$ cat src/opq_pkg.sv
////////////////////////////////////////
// Operand queue shared definitions
// Word and length widths, element width
// and conversion enums, command struct,
// widening helper functions
////////////////////////////////////////
`default_nettype none

package opq_pkg;

  localparam int unsigned ELEN     = 64;
  localparam int unsigned VL_WIDTH = 16;

  typedef enum logic [1:0] {
    EW8  = 2'd0,
    EW16 = 2'd1,
    EW32 = 2'd2,
    EW64 = 2'd3
  } eew_e;

  typedef enum logic [2:0] {
    ConvNone  = 3'd0,
    ConvSExt2 = 3'd1,
    ConvZExt2 = 3'd2,
    ConvSExt4 = 3'd3,
    ConvZExt4 = 3'd4,
    ConvSExt8 = 3'd5,
    ConvZExt8 = 3'd6
  } conv_e;

  typedef struct packed {
    eew_e                eew;
    conv_e               conv;
    logic [VL_WIDTH-1:0] vl;
  } opq_cmd_t;

  // log2 of the widening factor, zero for ConvNone and unsupported pairs
  function automatic logic [1:0] conv_shift(eew_e eew, conv_e conv);
    logic [1:0] shift;
    shift = 2'd0;
    case (conv)
      ConvSExt2, ConvZExt2: if (eew != EW64) shift = 2'd1;
      ConvSExt4, ConvZExt4: if (eew == EW8 || eew == EW16) shift = 2'd2;
      ConvSExt8, ConvZExt8: if (eew == EW8) shift = 2'd3;
      default:              shift = 2'd0;
    endcase
    return shift;
  endfunction

  function automatic logic conv_signed(conv_e conv);
    return (conv == ConvSExt2) || (conv == ConvSExt4) || (conv == ConvSExt8);
  endfunction

endpackage

`default_nettype wire
$ cat src/operand_queue.sv
////////////////////////////////////////
// Operand queue top level
// Command FIFO, operand buffer, extend
// unit and issue control
////////////////////////////////////////
`timescale 1ns/10ps
`default_nettype none

module operand_queue
  import opq_pkg::*;
#(
  parameter int unsigned BufferDepth = 2
) (
  input  logic                clk_i,
  input  logic                rst_ni,
  // Operand requester
  input  eew_e                cmd_eew_i,
  input  conv_e               cmd_conv_i,
  input  logic [VL_WIDTH-1:0] cmd_vl_i,
  input  logic                cmd_valid_i,
  // Register file
  input  logic [ELEN-1:0]     operand_i,
  input  logic                operand_valid_i,
  input  logic                operand_issued_i,
  output logic                operand_queue_ready_o,
  // Functional unit
  output logic [ELEN-1:0]     operand_o,
  output logic                operand_valid_o,
  input  logic                operand_ready_i
);

  opq_cmd_t        cmd_in;
  opq_cmd_t        cmd_head;
  logic            cmd_empty;
  logic            cmd_valid;
  logic            cmd_pop;
  logic [ELEN-1:0] word_head;
  logic            word_valid;
  logic            word_pop;
  logic [2:0]      part;

  assign cmd_in    = '{eew: cmd_eew_i, conv: cmd_conv_i, vl: cmd_vl_i};
  assign cmd_valid = !cmd_empty;

  opq_fifo #(
    .Depth (BufferDepth),
    .Width ($bits(opq_cmd_t))
  ) cmd_fifo (
    .clk_i   (clk_i),
    .rst_ni  (rst_ni),
    .push_i  (cmd_valid_i),
    .data_i  (cmd_in),
    .pop_i   (cmd_pop),
    .data_o  (cmd_head),
    .empty_o (cmd_empty),
    .full_o  ()
  );

  opq_operand_buffer #(
    .Depth (BufferDepth)
  ) operand_buffer (
    .clk_i            (clk_i),
    .rst_ni           (rst_ni),
    .operand_i        (operand_i),
    .operand_valid_i  (operand_valid_i),
    .operand_issued_i (operand_issued_i),
    .pop_i            (word_pop),
    .word_o           (word_head),
    .word_valid_o     (word_valid),
    .ready_o          (operand_queue_ready_o)
  );

  opq_extend_unit extend_unit (
    .word_i (word_head),
    .eew_i  (cmd_head.eew),
    .conv_i (cmd_head.conv),
    .part_i (part),
    .word_o (operand_o)
  );

  opq_issue_ctrl issue_ctrl (
    .clk_i        (clk_i),
    .rst_ni       (rst_ni),
    .cmd_i        (cmd_head),
    .cmd_valid_i  (cmd_valid),
    .word_valid_i (word_valid),
    .out_ready_i  (operand_ready_i),
    .part_o       (part),
    .out_valid_o  (operand_valid_o),
    .word_pop_o   (word_pop),
    .cmd_pop_o    (cmd_pop)
  );

endmodule

`default_nettype wire

$ cat src/opq_extend_unit.sv
////////////////////////////////////////
// Integer widening of one part of a word
// Sign or zero extension, factors 2/4/8
////////////////////////////////////////
`timescale 1ns/10ps
`default_nettype none

module opq_extend_unit
  import opq_pkg::*;
(
  input  logic [ELEN-1:0] word_i,
  input  eew_e            eew_i,
  input  conv_e           conv_i,
  input  logic [2:0]      part_i,
  output logic [ELEN-1:0] word_o
);

  logic [1:0] ext_shift;
  logic       ext_sign;
  logic [5:0] base;

  assign ext_shift = conv_shift(eew_i, conv_i);
  assign ext_sign  = conv_signed(conv_i);

  // Bit offset of the first source element of this part: part * 64/F
  assign base = 6'({part_i, 3'b000} << (2'd3 - ext_shift));

  ////////////////////////////////////////
  // Element widening
  ////////////////////////////////////////

  always_comb begin
    logic [7:0]  src8;
    logic [15:0] src16;
    logic [31:0] src32;

    src8   = '0;
    src16  = '0;
    src32  = '0;
    // ConvNone and unsupported pairs pass the word through
    word_o = word_i;

    case ({eew_i, ext_shift})
      // 8 to 16 bits, four elements
      {EW8, 2'd1}: begin
        for (int e = 0; e < 4; e++) begin
          src8               = word_i[base + 8*e +: 8];
          word_o[16*e +: 16] = {{8{ext_sign & src8[7]}}, src8};
        end
      end
      // 8 to 32 bits, two elements
      {EW8, 2'd2}: begin
        for (int e = 0; e < 2; e++) begin
          src8               = word_i[base + 8*e +: 8];
          word_o[32*e +: 32] = {{24{ext_sign & src8[7]}}, src8};
        end
      end
      // 8 to 64 bits
      {EW8, 2'd3}: begin
        src8   = word_i[base +: 8];
        word_o = {{56{ext_sign & src8[7]}}, src8};
      end
      // 16 to 32 bits, two elements
      {EW16, 2'd1}: begin
        for (int e = 0; e < 2; e++) begin
          src16              = word_i[base + 16*e +: 16];
          word_o[32*e +: 32] = {{16{ext_sign & src16[15]}}, src16};
        end
      end
      // 16 to 64 bits
      {EW16, 2'd2}: begin
        src16  = word_i[base +: 16];
        word_o = {{48{ext_sign & src16[15]}}, src16};
      end
      // 32 to 64 bits
      {EW32, 2'd1}: begin
        src32  = word_i[base +: 32];
        word_o = {{32{ext_sign & src32[31]}}, src32};
      end
      default: begin
        word_o = word_i;
      end
    endcase
  end

endmodule

`default_nettype wire

$ cat src/opq_fifo.sv
////////////////////////////////////////
// Registered circular FIFO
// Depth and width set by parameters
////////////////////////////////////////
`timescale 1ns/10ps
`default_nettype none

module opq_fifo #(
  parameter int unsigned Depth = 2,
  parameter int unsigned Width = 8
) (
  input  logic             clk_i,
  input  logic             rst_ni,
  input  logic             push_i,
  input  logic [Width-1:0] data_i,
  input  logic             pop_i,
  output logic [Width-1:0] data_o,
  output logic             empty_o,
  output logic             full_o
);

  localparam int unsigned PtrWidth = (Depth > 1) ? $clog2(Depth) : 1;
  localparam int unsigned CntWidth = $clog2(Depth + 1);

  logic [Width-1:0]    mem_q [Depth];
  logic [PtrWidth-1:0] rd_ptr_q;
  logic [PtrWidth-1:0] wr_ptr_q;
  logic [CntWidth-1:0] count_q;

  // Wrap at Depth, which need not be a power of two
  function automatic logic [PtrWidth-1:0] ptr_next(logic [PtrWidth-1:0] ptr);
    if (ptr == PtrWidth'(Depth - 1)) return '0;
    return ptr + 1'b1;
  endfunction

  always_ff @(posedge clk_i or negedge rst_ni) begin
    if (!rst_ni) begin
      rd_ptr_q <= '0;
      wr_ptr_q <= '0;
      count_q  <= '0;
    end else begin
      if (push_i) wr_ptr_q <= ptr_next(wr_ptr_q);
      if (pop_i) rd_ptr_q <= ptr_next(rd_ptr_q);
      if (push_i && !pop_i) begin
        count_q <= count_q + 1'b1;
      end else if (pop_i && !push_i) begin
        count_q <= count_q - 1'b1;
      end
    end
  end

  always_ff @(posedge clk_i) begin
    if (push_i) mem_q[wr_ptr_q] <= data_i;
  end

  assign data_o  = mem_q[rd_ptr_q];
  assign empty_o = (count_q == '0);
  assign full_o  = (count_q == CntWidth'(Depth));

  // A full FIFO only takes a word when the head leaves in the same cycle
  ap_no_overflow: assert property (@(posedge clk_i) disable iff (!rst_ni)
    push_i && full_o |-> pop_i)
    else $error("opq_fifo: push while full");

  ap_no_underflow: assert property (@(posedge clk_i) disable iff (!rst_ni)
    pop_i |-> !empty_o)
    else $error("opq_fifo: pop while empty");

endmodule

`default_nettype wire

$ cat src/opq_issue_ctrl.sv
////////////////////////////////////////
// Issue control
// Part pointer, element counter, and
// operand and command pop decisions
////////////////////////////////////////
`timescale 1ns/10ps
`default_nettype none

module opq_issue_ctrl
  import opq_pkg::*;
(
  input  logic       clk_i,
  input  logic       rst_ni,
  input  opq_cmd_t   cmd_i,
  input  logic       cmd_valid_i,
  input  logic       word_valid_i,
  input  logic       out_ready_i,
  output logic [2:0] part_o,
  output logic       out_valid_o,
  output logic       word_pop_o,
  output logic       cmd_pop_o
);

  logic [1:0]          shift;
  logic [3:0]          elems;
  logic [2:0]          last_part;
  logic [2:0]          part_d;
  logic [2:0]          part_q;
  logic [VL_WIDTH-1:0] cnt_d;
  logic [VL_WIDTH-1:0] cnt_q;
  logic [VL_WIDTH:0]   cnt_sum;
  logic                transfer;
  logic                cmd_done;

  assign shift = conv_shift(cmd_i.eew, cmd_i.conv);

  // Elements per transfer: elements of the source width in a word, over F
  assign elems     = 4'd8 >> ({1'b0, cmd_i.eew} + {1'b0, shift});
  assign last_part = 3'((4'd1 << shift) - 4'd1);

  assign out_valid_o = cmd_valid_i & word_valid_i;
  assign transfer    = out_valid_o & out_ready_i;

  // One extra bit keeps the compare right near the top of the vl range
  assign cnt_sum  = {1'b0, cnt_q} + elems;
  assign cmd_done = (cnt_sum >= {1'b0, cmd_i.vl});

  ////////////////////////////////////////
  // Next state and pops
  ////////////////////////////////////////

  always_comb begin
    part_d     = part_q;
    cnt_d      = cnt_q;
    word_pop_o = 1'b0;
    cmd_pop_o  = 1'b0;

    if (transfer) begin
      cnt_d  = cnt_sum[VL_WIDTH-1:0];
      part_d = part_q + 3'd1;

      // Last part of the word used up, ConvNone always lands here
      if (part_q == last_part) begin
        word_pop_o = 1'b1;
        part_d     = '0;
      end

      // vl reached, retire the command with its current word
      if (cmd_done) begin
        word_pop_o = 1'b1;
        cmd_pop_o  = 1'b1;
        part_d     = '0;
        cnt_d      = '0;
      end
    end
  end

  always_ff @(posedge clk_i or negedge rst_ni) begin
    if (!rst_ni) begin
      part_q <= '0;
      cnt_q  <= '0;
    end else begin
      part_q <= part_d;
      cnt_q  <= cnt_d;
    end
  end

  assign part_o = part_q;

  ap_vl_nonzero: assert property (@(posedge clk_i) disable iff (!rst_ni)
    cmd_valid_i |-> cmd_i.vl != '0)
    else $error("opq_issue_ctrl: command with vl zero");

endmodule

`default_nettype wire

$ cat src/opq_operand_buffer.sv
////////////////////////////////////////
// Operand word buffer
// Word FIFO plus issue-credit counter
// that drives the ready level
////////////////////////////////////////
`timescale 1ns/10ps
`default_nettype none

module opq_operand_buffer
  import opq_pkg::*;
#(
  parameter int unsigned Depth = 2
) (
  input  logic            clk_i,
  input  logic            rst_ni,
  input  logic [ELEN-1:0] operand_i,
  input  logic            operand_valid_i,
  input  logic            operand_issued_i,
  input  logic            pop_i,
  output logic [ELEN-1:0] word_o,
  output logic            word_valid_o,
  output logic            ready_o
);

  localparam int unsigned CntWidth = $clog2(Depth + 1);

  logic                buf_empty;
  logic                buf_full;
  logic [CntWidth-1:0] credit_d;
  logic [CntWidth-1:0] credit_q;

  opq_fifo #(
    .Depth (Depth),
    .Width (ELEN)
  ) word_fifo (
    .clk_i   (clk_i),
    .rst_ni  (rst_ni),
    .push_i  (operand_valid_i),
    .data_i  (operand_i),
    .pop_i   (pop_i),
    .data_o  (word_o),
    .empty_o (buf_empty),
    .full_o  (buf_full)
  );

  assign word_valid_o = !buf_empty;

  ////////////////////////////////////////
  // Issue credits
  ////////////////////////////////////////

  // Counts words issued by the register file and not yet consumed,
  // whether still in flight or already buffered
  always_comb begin
    credit_d = credit_q;
    if (operand_issued_i) credit_d = credit_d + 1'b1;
    if (pop_i) credit_d = credit_d - 1'b1;
  end

  always_ff @(posedge clk_i or negedge rst_ni) begin
    if (!rst_ni) begin
      credit_q <= '0;
    end else begin
      credit_q <= credit_d;
    end
  end

  assign ready_o = (credit_q != CntWidth'(Depth));

  ap_credit_max: assert property (@(posedge clk_i) disable iff (!rst_ni)
    operand_issued_i && !pop_i |-> credit_q < Depth)
    else $error("opq_operand_buffer: credit count exceeds depth");

  ap_credit_min: assert property (@(posedge clk_i) disable iff (!rst_ni)
    pop_i && !operand_issued_i |-> credit_q != '0)
    else $error("opq_operand_buffer: credit count wraps below zero");

  // Every buffered word holds a credit, so a full FIFO means no free credit
  ap_full_credit: assert property (@(posedge clk_i) disable iff (!rst_ni)
    buf_full |-> credit_q == CntWidth'(Depth))
    else $error("opq_operand_buffer: FIFO full with free credits");

endmodule

`default_nettype wire

$ cat config.mk
export PLATFORM = sky130hd
export DESIGN_NAME = operand_queue
export DESIGN_NICKNAME = d
export VERILOG_FILES = /design/src/opq_pkg.sv /design/src/operand_queue.sv /design/src/opq_extend_unit.sv /design/src/opq_fifo.sv /design/src/opq_issue_ctrl.sv /design/src/opq_operand_buffer.sv
export SDC_FILE = /design/constraint.sdc
export NUM_CORES = 1
export LEC_CHECK = 0
export BUFFER_PORTS_ARGS = -buffer_cell sky130_fd_sc_hd__buf_4
export CAP_MARGIN = 20
export CORE_ASPECT_RATIO = 1.2
export CORE_MARGIN = 2
export CORE_UTILIZATION = 60
export CTS_BUF_LIST = sky130_fd_sc_hd__clkbuf_4 sky130_fd_sc_hd__clkbuf_8
export DETAILED_ROUTE_END_ITERATION = 6
export HOLD_SLACK_MARGIN = 0.12
export PLACE_DENSITY = 0.8
export SETUP_SLACK_MARGIN = 0.3
export SLEW_MARGIN = 20
export SYNTH_ARGS = -nofsm -noshare
export SYNTH_HDL_FRONTEND = slang
export SYNTH_SLANG_ARGS = --single-unit
$ cat constraint.sdc
create_clock -name clk_i -period 8.75 [get_ports clk_i]
set_clock_uncertainty 0.1 [all_clocks]
set_input_delay 1.75 -clock clk_i [delete_from_list [all_inputs] [get_ports clk_i]]
set_output_delay 1.75 -clock clk_i [all_outputs]
set_load 0.01 [all_outputs]
==> run metrics, run 1 <==
crit start category=flop; maximum vdd drop=0.1660 mV; status=finished, final reports clean; Power, Total=4.039 mW; GR Overflow Total=0; Post-CTS Setup Bufs=0; Critical Path End Type=flop; drt total wl=30620 um; CTS root buf=clkbuf_8; Synthesized Nets=1083; RSZ-0062 raised after global routing=no; post-synthesis register bit count=199; I/O pins=157; mapped cell area=11280 um^2; Unique masters post-synth=77; final non-filler cell total=1358; Fin Setup TNS=0 ps; fin crit period=7437 ps; max_slew headroom=0.2976; die width=129.1 um; Final HPWL DP=21270 um; MaxCap Viol Count=0; Die Ht=154.2 um; clock latency on the worst-skew pair=480 ps; CTS sink cnt=199; Die ar.=19910 um^2; total track usage=0.3082; R2R Setup Slk=1310 ps; CTS Buf Count=17; Core ar.=18310 um^2; most common cell after layout, fill and taps aside=buf_4; TritonCTS clock tree=done; Final ANT Viol Nets=0; fin crit share=0.8499; Final Hold Violating Endpoints=0; largest net degree at the start of global routing=65; Clock Pin Slew Worst Setup and Hold Paths=100 ps; Leakage=4.969 nW; antenna violations before repair=0; WL/cell=22.55 um; CP max stage delay=760 ps; PortBufs=156; row count=54; number of global-route vias before repair=8513; Max Clk Rate=134.5 MHz; Gates resized, CTS repair=0; Routability Congestion=0.9601; post-route cell area=13040 um^2; peak fanout along the critical path=14; crit path launch=cmd_fifo.rd_ptr_q; vias per std cell=6.561; Worst Max-Slew Pin Slew=1045 ps; pwr/cell area=309.8 nW/um^2; Initial Util=0.6158; CP Depth=26; Ys Warns=0; required time worst endpoint=9030 ps; Post-layout nets=1211; dominant cells by area after synthesis=edfxtp_1 45%, mux2i_1 7.4%, dfrtp_1 6.4%, mux2_2 3.8%, ha_1 2.8%; top cell type by total area after synthesis=edfxtp_1; H-tree Lvls=4; Critical Path AT=7720 ps; sequential share of the synthesized area=0.5171; family with the most delay on the worst path=adder cells; Hold Buf Count CTS=0; most frequent cells in the layout=171 x buf_4, 170 x edfxtp_1, 83 x mux2i_1; layout cells sized above 1=0.2550; CTS Buffer Depth=2; Crit-path slowest cell=dfrtp_1; final setup fails=0; post-synth top area share=0.4527; Avg Synthesized Cell Area=11.68 um^2; initial DRC count=984; number of diodes=0; global-route wire length before repair=46620 um; Synth Flop Type=edfxtp_1; CP Capture Point=operand_buffer.word_fifo.count_q[1]; P&R area growth vs syn=15.60%; Placed Area=12620 um^2; Final Max Slew Viols=0; WP buf/inv=2; drt pass-1 iters=7; Synth Instances=965; worst r2r src=cmd_fifo.rd_ptr_q; r2r endpoint=operand_buffer.word_fifo.count_q[1]; placed insts=1325; r2r worst-path depth=26; detailed-route DRC error count=0; Setup Crit Path Kind=reg2reg; Worst Hold Class=reg2reg; Post-synth EDFFs=170; Async SR Flop Fraction=0.1457; vias=8910
[synthesized netlist by cell type (5+ instances only)]
master / instances
nand3_1: 21
o211ai_1: 27
xor2_1: 14
clkbuf_1: 36
edfxtp_1: 170
buf_2: 10
o21ai_0: 42
nor2b_1: 6
buf_1: 9
nor2_1: 69
a21o_1: 10
inv_1: 12
a21oi_1: 44
xnor2_1: 17
mux2_2: 38
a31oi_1: 23
a211oi_1: 18
and3_1: 6
nand2_1: 78
o2111ai_1: 5
a22oi_1: 27
dfrtp_1: 29
o22ai_1: 10
a32oi_1: 14
mux4_2: 8
a41oi_1: 7
buf_4: 6
nor3_1: 17
ha_1: 25
mux2i_1: 83
nand4_1: 8
[worst register-to-register path, delay by kind of cell, from the launching register on]
| family | cells | cell delay, ps |
|---|---|---|
| compound gates | 8 | 1960 |
| xor+xnor | 3 | 450 |
| fa+ha+maj | 7 | 2120 |
| buf+inv | 2 | 210 |
| flops | 1 | 760 |
| mux | 1 | 650 |
| simple gates | 5 | 1090 |
[stage by stage]
| step | setup WS (ps) | utilization | hold WS, ps |
|---|---|---|---|
| finish | 1313 | 0.7119 | 387.8 |
| CTS | 1401 | 0.7110 | 382.4 |
| global route | 726.9 | 0.7119 | 402.6 |
| floorplan | 2455 | - | 342.5 |
| detailed placement | 1429 | 0.6895 | 381.7 |
| global placement | 1628 | 0.6895 | 371.8 |
[how the worst min path moves through the flow]
| stage | depth (start not counted) | slack, ps | from | end |
|---|---|---|---|---|
| finish | 1 | 390 | cmd_fifo.count_q[1] | cmd_fifo.count_q[1] |
| detailed placement | 1 | 380 | cmd_fifo.count_q[1] | cmd_fifo.count_q[1] |
| floorplan | 1 | 340 | operand_buffer.word_fifo.count_q[1] | operand_buffer.word_fifo.count_q[1] |
| global route | 1 | 400 | cmd_fifo.count_q[1] | cmd_fifo.count_q[1] |
| CTS | 1 | 380 | cmd_fifo.count_q[1] | cmd_fifo.count_q[1] |
| global placement | 1 | 370 | cmd_fifo.count_q[1] | cmd_fifo.count_q[1] |
[routing by layer]
layer,GRT usage,share of wire
met1,0.3844,0.37
met2,0.5110,0.50
met3,0.05292,0.080
met4,0.1661,0.057
met5,0,0
[final cells by class]
class / count / area, um^2
clock buffers: 19 / 261.5
repair buffers: 172 / 1295
well taps: 252 / 315.3
inverters: 12 / 45.04
multi-input cells: 691 / 5151
clock inverters: 13 / 132.6
flip-flops and latches: 199 / 5834
fillers: 1358 / 5275
[sequential cells by signal, summed over array words and instances, names as in the netlist]
signal and count:
issue_ctrl.cnt_q 16, operand_buffer.word_fifo.mem_q 128, operand_buffer.word_fifo.rd_ptr_q 1, operand_buffer.word_fifo.count_q 2
operand_buffer.credit_q 2, issue_ctrl.part_o 3, cmd_fifo.rd_ptr_q 1, operand_buffer.word_fifo.wr_ptr_q 1
cmd_fifo.count_q 2, cmd_fifo.wr_ptr_q 1, cmd_fifo.mem_q 42
[cells by family after synthesis]
logic type,Yosys count,synth area share
AOI/OAI and AO/OA,261,0.1662
and+or+nand+nor,238,0.09798
DFF,199,0.5171
muxes,132,0.1322
buffers and inverters,75,0.02940
xor gates and xnor gates,31,0.02408
adders and majority gates,29,0.03307
[power by group]
| part | internal, mW | switching [mW] | total [mW] |
|---|---|---|---|
| sequential | 1.26 | 0.111 | 1.37 |
| clock | 0.249 | 0.344 | 0.593 |
| combinational | 0.818 | 1.26 | 2.08 |
| total | 2.32 | 1.72 | 4.04 |
No activity file was read; power rests on OpenSTA's default activity.
==> inputs of run 2 (changes only) <==
ABC_AREA = 1   (was not set)
PLACE_DENSITY = 0.79   (was 0.8)
clock period = 7.35 ns   (was 8.75 ns; I/O delays follow)
==> run metrics, run 2 <==
post-synthesis register bit count=199 (unchanged); failing checks=DRC; CTS Buf Count=17 (unchanged); total track usage=0.3067 (-0.001496); pwr/cell area=476.4 nW/um^2 (+54%); global-route wire length before repair=49650 um (+6.5%); Hold Buf Count CTS=0 (unchanged); CTS Buffer Depth=2 (unchanged); Synth Instances=1311 (+36%); die width=132.4 um (+2.5%); Synth Flop Type=edfxtp_1; row count=56 (+3.7%); sequential share of the synthesized area=0.4909 (-0.02615); RSZ-0062 raised after global routing=no; crit start category=flop; top cell type by total area after synthesis=edfxtp_1; Max Clk Rate=157.2 MHz; Hold Path End=operand_buffer.word_fifo.count_q[0]; Gates resized, CTS repair=0 (unchanged); Leakage=6.172 nW (+24%); initial DRC count=1288 (+31%); peak fanout along the critical path=38 (+24); Worst Max-Slew Pin Slew=966.0 ps (-79.44 ps); most flop-heavy register=operand_buffer.word_fifo.mem_q; PnR worst setup slack=986.8 ps (-326.4 ps); Synthesized Nets=1429 (+32%); Critical Path End Type=primary output; fin crit period=6363 ps; post-synth top area share=0.4298 (-0.02289); Fin Setup TNS=0 ps (unchanged); number of global-route vias before repair=9309 (+9.4%); r2r endpoint=operand_buffer.word_fifo.count_q[1]; max FFs per register=128 (unchanged); Final ANT Viol Nets=0 (unchanged); final setup fails=0 (unchanged); dominant cells by area after synthesis=edfxtp_1 43%, nand3_1 11%, nand2_1 8.8%, dfrtp_1 6.1%, mux2i_1 5.6%; most frequent cells in the layout=278 x nand2_1, 252 x nand3_1, 170 x edfxtp_1; Async SR Flop Fraction=0.1457 (unchanged); largest net degree at the start of global routing=66 (+1.5%); Routability Congestion=0.9562 (-0.41%); Clock Pin Slew Worst Setup and Hold Paths=100 ps (about the same); Top Registers=operand_buffer.word_fifo.mem_q x128, cmd_fifo.mem_q x42, issue_ctrl.cnt_q x16; WL/cell=18.79 um (-17%); Initial Util=0.6097 (-0.006114); Avg Synthesized Cell Area=9.059 um^2 (-22%); TritonCTS clock tree=done; Die ar.=20940 um^2 (+5.2%); Post-CTS Setup Bufs=0 (unchanged); most common library cells after synthesis=279 x nand2_1, 253 x nand3_1, 170 x edfxtp_1; Die Ht=158.1 um (+2.6%); CTS sink cnt=199 (unchanged); number of fill cells=1571 (+16%); drt pass-1 iters=7 (unchanged); most common cell after layout, fill and taps aside=nand2_1; Final Max Slew Viols=0 (unchanged); PortBufs=156 (unchanged); min-delay src=operand_buffer.word_fifo.count_q[0]; number of diodes=0 (unchanged); antenna violations before repair=0 (unchanged); fin crit share=0.8657; r2r worst-path depth=38 (+46%); Ys Warns=0 (unchanged); max_slew headroom=0.3542 (+0.05652); detailed-route DRC error count=2 (+2); Core ar.=19480 um^2 (+6.4%); mapped cell area=11880 um^2 (+5.3%); WHS Path Cells=1 (unchanged); P&R area growth vs syn=13.74%; Post-synth EDFFs=170 (unchanged); MaxCap Viol Count=0 (unchanged); I/O pins=157 (unchanged); Worst Hold Class=reg2reg; clock latency on the worst-skew pair=470 ps (about the same); R2R Setup Slk=1150 ps (-160 ps); Setup Crit Path Kind=reg2out; drt total wl=32050 um (+4.7%); WHS=387.9 ps (+0.1450 ps); CTS root buf=clkbuf_8; Final HPWL DP=22340 um (+5.0%); required time worst endpoint=5780 ps (-3250 ps); Unique masters post-synth=48 (-38%); Critical Path AT=4790 ps (-2930 ps); H-tree Lvls=4 (unchanged); Post-layout nets=1551 (+28%); GR Overflow Total=0 (unchanged); most common cell in the netlist=nand2_1; vias per std cell=5.909 (-9.9%); Final Hold Violating Endpoints=0 (unchanged); vias=10.08k (+13%); layout cells sized above 1=0.2014 (-0.05359); Placement Setup Slack=1240 ps (-188.6 ps); status=complete, but fails checks; worst r2r src=cmd_fifo.rd_ptr_q; maximum vdd drop=0.2878 mV (+73%)
## run 2: cell type report
| cell class | instances | area (um^2) | area share |
|---|---|---|---|
| Clock buffer | 17 | 234.0 | 0.01732 |
| Clock inverter | 14 | 166.4 | 0.01232 |
| Inverter | 91 | 345.3 | 0.02556 |
| Multi-Input combinational cell | 957 | 5340 | 0.3953 |
| Sequential cell | 199 | 5834 | 0.4319 |
| Tap cell | 261 | 326.6 | 0.02418 |
| Timing Repair Buffer | 167 | 1261 | 0.09337 |
## run 2: critical path, cell delays in order, from the launching register on
cell and delay (ps):
dfrtp_1 510, inv_4 180, nand2_1 80, nand2_1 160, nand2_4 90, nor2_4 100
nand2_4 70, nand2_2 90, buf_4 440, nand2_1 130, nand2_1 150, inv_1 90
nor2_4 600, nand3_2 230, nand4_4 310, nand2_4 240, nor2_8 380, nand3_1 220
buf_4 200
## run 2: cell families after synthesis
family / Yosys count / share of synthesized area
simple gates: 755 / 0.3040
flops: 199 / 0.4909
buf+inv: 155 / 0.06089
compound gates: 88 / 0.04320
mux: 67 / 0.05647
fa+ha+maj: 27 / 0.02971
xor+xnor: 20 / 0.01475
## run 2: worst max-delay path by stage
stage,end,from,cells past startpoint
5_1_grt,operand_buffer.word_fifo.count_q[1],cmd_fifo.rd_ptr_q,36
4_1_cts,operand_o[63],cmd_fifo.rd_ptr_q,18
2_1_floorplan,operand_buffer.word_fifo.count_q[1],cmd_fifo.rd_ptr_q,42
6_report,operand_o[63],cmd_fifo.rd_ptr_q,18
3_3_place_gp,operand_buffer.word_fifo.count_q[1],cmd_fifo.rd_ptr_q,36
3_5_place_dp,operand_buffer.word_fifo.count_q[1],cmd_fifo.rd_ptr_q,38
## run 2: through the flow
step / total power, mW / utilization / instance area (um^2) / instances
final: 6.435 / 0.6935 / 13510 / 1706
after global routing: 6.866 / 0.6935 / 13510 / 1706
after CTS: 6.375 / 0.6935 / 13510 / 1706
after detailed placement: 5.638 / 0.6729 / 13110 / 1675
after global placement: 5.568 / 0.6721 / 13090 / 1674
after floorplan: 4.254 / - / 11880 / 1311
## run 2: metal layers
metal,track usage,vias to the layer above,wire length (um)
met3,0.07877,56,3574
li1,-,4753,-
met1,0.4392,4683,13490
met4,0.08449,0,603
met2,0.4666,588,14380
met5,0,-,0
## run 2: where the power goes
part           internal (mW)  total [mW]  switching (mW)
combinational           1.51        4.08            2.57
sequential              1.50        1.63           0.126
clock                  0.310       0.726           0.415
total                   3.32        6.44            3.11
==> inputs of run 3 (changes only) <==
PLACE_DENSITY = 0.82   (was 0.79)
==> run metrics, run 3 (synthesis gave the netlist of run 2 again) <==
I/O pins=157 (unchanged); row count=56 (unchanged); peak fanout along the critical path=51 (+34%); max_slew headroom=0.3192 (-0.03496); Final Hold Violating Endpoints=0 (unchanged); GR Overflow Total=0 (unchanged); most common cell after layout, fill and taps aside=nand2_1; final non-filler cell total=1707 (+0.059%); detailed-route DRC error count=0 (-2); P&R area growth vs syn=13.86%; WL/cell=18.68 um (-0.57%); initial DRC count=1234 (-4.2%); Setup Crit Path Kind=reg2out; die width=132.4 um (unchanged); Final Max Slew Viols=0 (unchanged); WHS=385.9 ps (-2.009 ps); fin crit share=0.8820 (+0.01630); Post-CTS Setup Bufs=0 (unchanged); Final HPWL DP=22310 um (-0.10%); largest net degree at the start of global routing=66 (unchanged); pwr/cell area=475.5 nW/um^2 (-0.19%); total track usage=0.3057 (-0.0009817); Max Clk Rate=154.2 MHz (-1.8%); vias per std cell=5.991 (+1.4%); Routability Congestion=0.9786 (+2.3%); Initial Util=0.6097 (unchanged); global-route wire length before repair=49560 um (-0.17%); drt total wl=31880 um (-0.51%); Worst Hold Class=reg2reg; maximum vdd drop=0.2994 mV (+4.0%); CTS root buf=clkbuf_8; clock latency on the worst-skew pair=480 ps (about the same); TritonCTS clock tree=done; fin crit period=6483 ps (+119.8 ps); CP Cell Sequence=inv_4 -> nand2_1 -> nand2_1 -> nand2_4 -> nor2_4 -> nand2_4 -> nand2_2 -> buf_4 -> nand3_2 -> nand4_1 -> nand3_2 -> nand4_4 -> nand2_4 -> nor2_8 -> nand3_1 -> buf_4; Gates resized, CTS repair=0 (unchanged); number of global-route vias before repair=9681 (+4.0%); vias=10.23k (+1.5%); CP max stage delay=850 ps (+250 ps); PortBufs=156 (unchanged); drt pass-1 iters=6 (-1); CTS Buf Count=17 (unchanged); Fin Setup TNS=0 ps (unchanged); WP buf/inv=3 (-1); RSZ-0062 raised after global routing=no; Top Registers=operand_buffer.word_fifo.mem_q x128, cmd_fifo.mem_q x42, issue_ctrl.cnt_q x16; Core ar.=19480 um^2 (unchanged); layout cells sized above 1=0.2026 (+0.001244); family with the most delay on the worst path=simple AND/OR/NAND/NOR gates; number of diodes=0 (unchanged); Post-layout nets=1551 (unchanged); max FFs per register=128 (unchanged); Hold Buf Count CTS=0 (unchanged); Clock Pin Slew Worst Setup and Hold Paths=110 ps (about the same); most frequent cells in the layout=278 x nand2_1, 252 x nand3_1, 170 x edfxtp_1; antenna violations before repair=0 (unchanged); MaxCap Viol Count=0 (unchanged); Final ANT Viol Nets=0 (unchanged); Die Ht=158.1 um (unchanged); CTS sink cnt=199 (unchanged); Worst Max-Slew Pin Slew=1018 ps (+52.30 ps); status=finished, final reports clean; Leakage=6.188 nW (+0.27%); Critical Path End Type=primary output; Top cell by count, worst path=nand2_4; CTS Buffer Depth=2 (unchanged); final setup fails=0 (unchanged); required time worst endpoint=5780 ps (about the same); Critical Path AT=4910 ps (+120 ps); H-tree Lvls=4 (unchanged); Die ar.=20940 um^2 (unchanged); Crit-path slowest cell=nand3_2; crit start category=flop; most flop-heavy register=operand_buffer.word_fifo.mem_q; placed insts=1675 (unchanged)
-- run 3: per-stage QoR --
step                      power [mW]  instance area (um^2)  setup WS, ps    util
after floorplan                4.254                 11880          1643       -
after global placement         5.514                 13100          1442  0.6724
after detailed placement       5.601                 13100          1029  0.6724
after CTS                      6.358                 13520         922.6  0.6942
after global routing           6.863                 13520         365.7  0.6942
final                          6.430                 13520         867.0  0.6942
-- run 3: area by class of cell --
cell class                 instances  area [um^2]
fill                            1551         5956
clock inverter                    14        183.9
sequential                       199         5834
inverter                          91        345.3
tap                              261        326.6
timing repair buffer             167         1254
clock buffer                      18        241.5
multi-input combinational        957         5338
-- run 3: layer usage --
metal / global-route usage / part of all wire
met5: 0 / 0
met4: 0.1475 / 0.038
met3: 0.05796 / 0.10
met2: 0.4631 / 0.44
met1: 0.4269 / 0.42
-- run 3: report_power, final --
group	internal, mW	total (mW)	switching [mW]	leakage [nW]
Sequential	1.50	1.62	0.121	1.97
Clock	0.323	0.752	0.429	0.217
Combinational	1.51	4.05	2.55	4.00
-- run 3: path summary, 6_finish.rpt --
kind	slack, ps	from	cells past startpoint	endpoint
max	870	cmd_fifo.rd_ptr_q	16	operand_o[63]
min	390	cmd_fifo.count_q[0]	1	cmd_fifo.count_q[0]
max reg2reg	910	cmd_fifo.rd_ptr_q	36	operand_buffer.word_fifo.count_q[1]
min reg2reg	390	cmd_fifo.count_q[0]	1	cmd_fifo.count_q[0]
max in group asynchronous	6020	rst_ni	1	operand_buffer.word_fifo.rd_ptr_q
min in group asynchronous	800	rst_ni	1	issue_ctrl.cnt_q[9]
-- run 3: worst reg2reg max path, delay by kind of cell, from the launching register on --
| family | cells | cell delay [ps] |
|---|---|---|
| AO/OA/AOI/OAI | 5 | 760 |
| AND/OR/NAND/NOR | 19 | 2440 |
| buffers and inverters | 4 | 310 |
| XOR/XNOR | 2 | 380 |
| adder cells (fa/ha/maj) | 6 | 1770 |
| flip-flops | 1 | 560 |
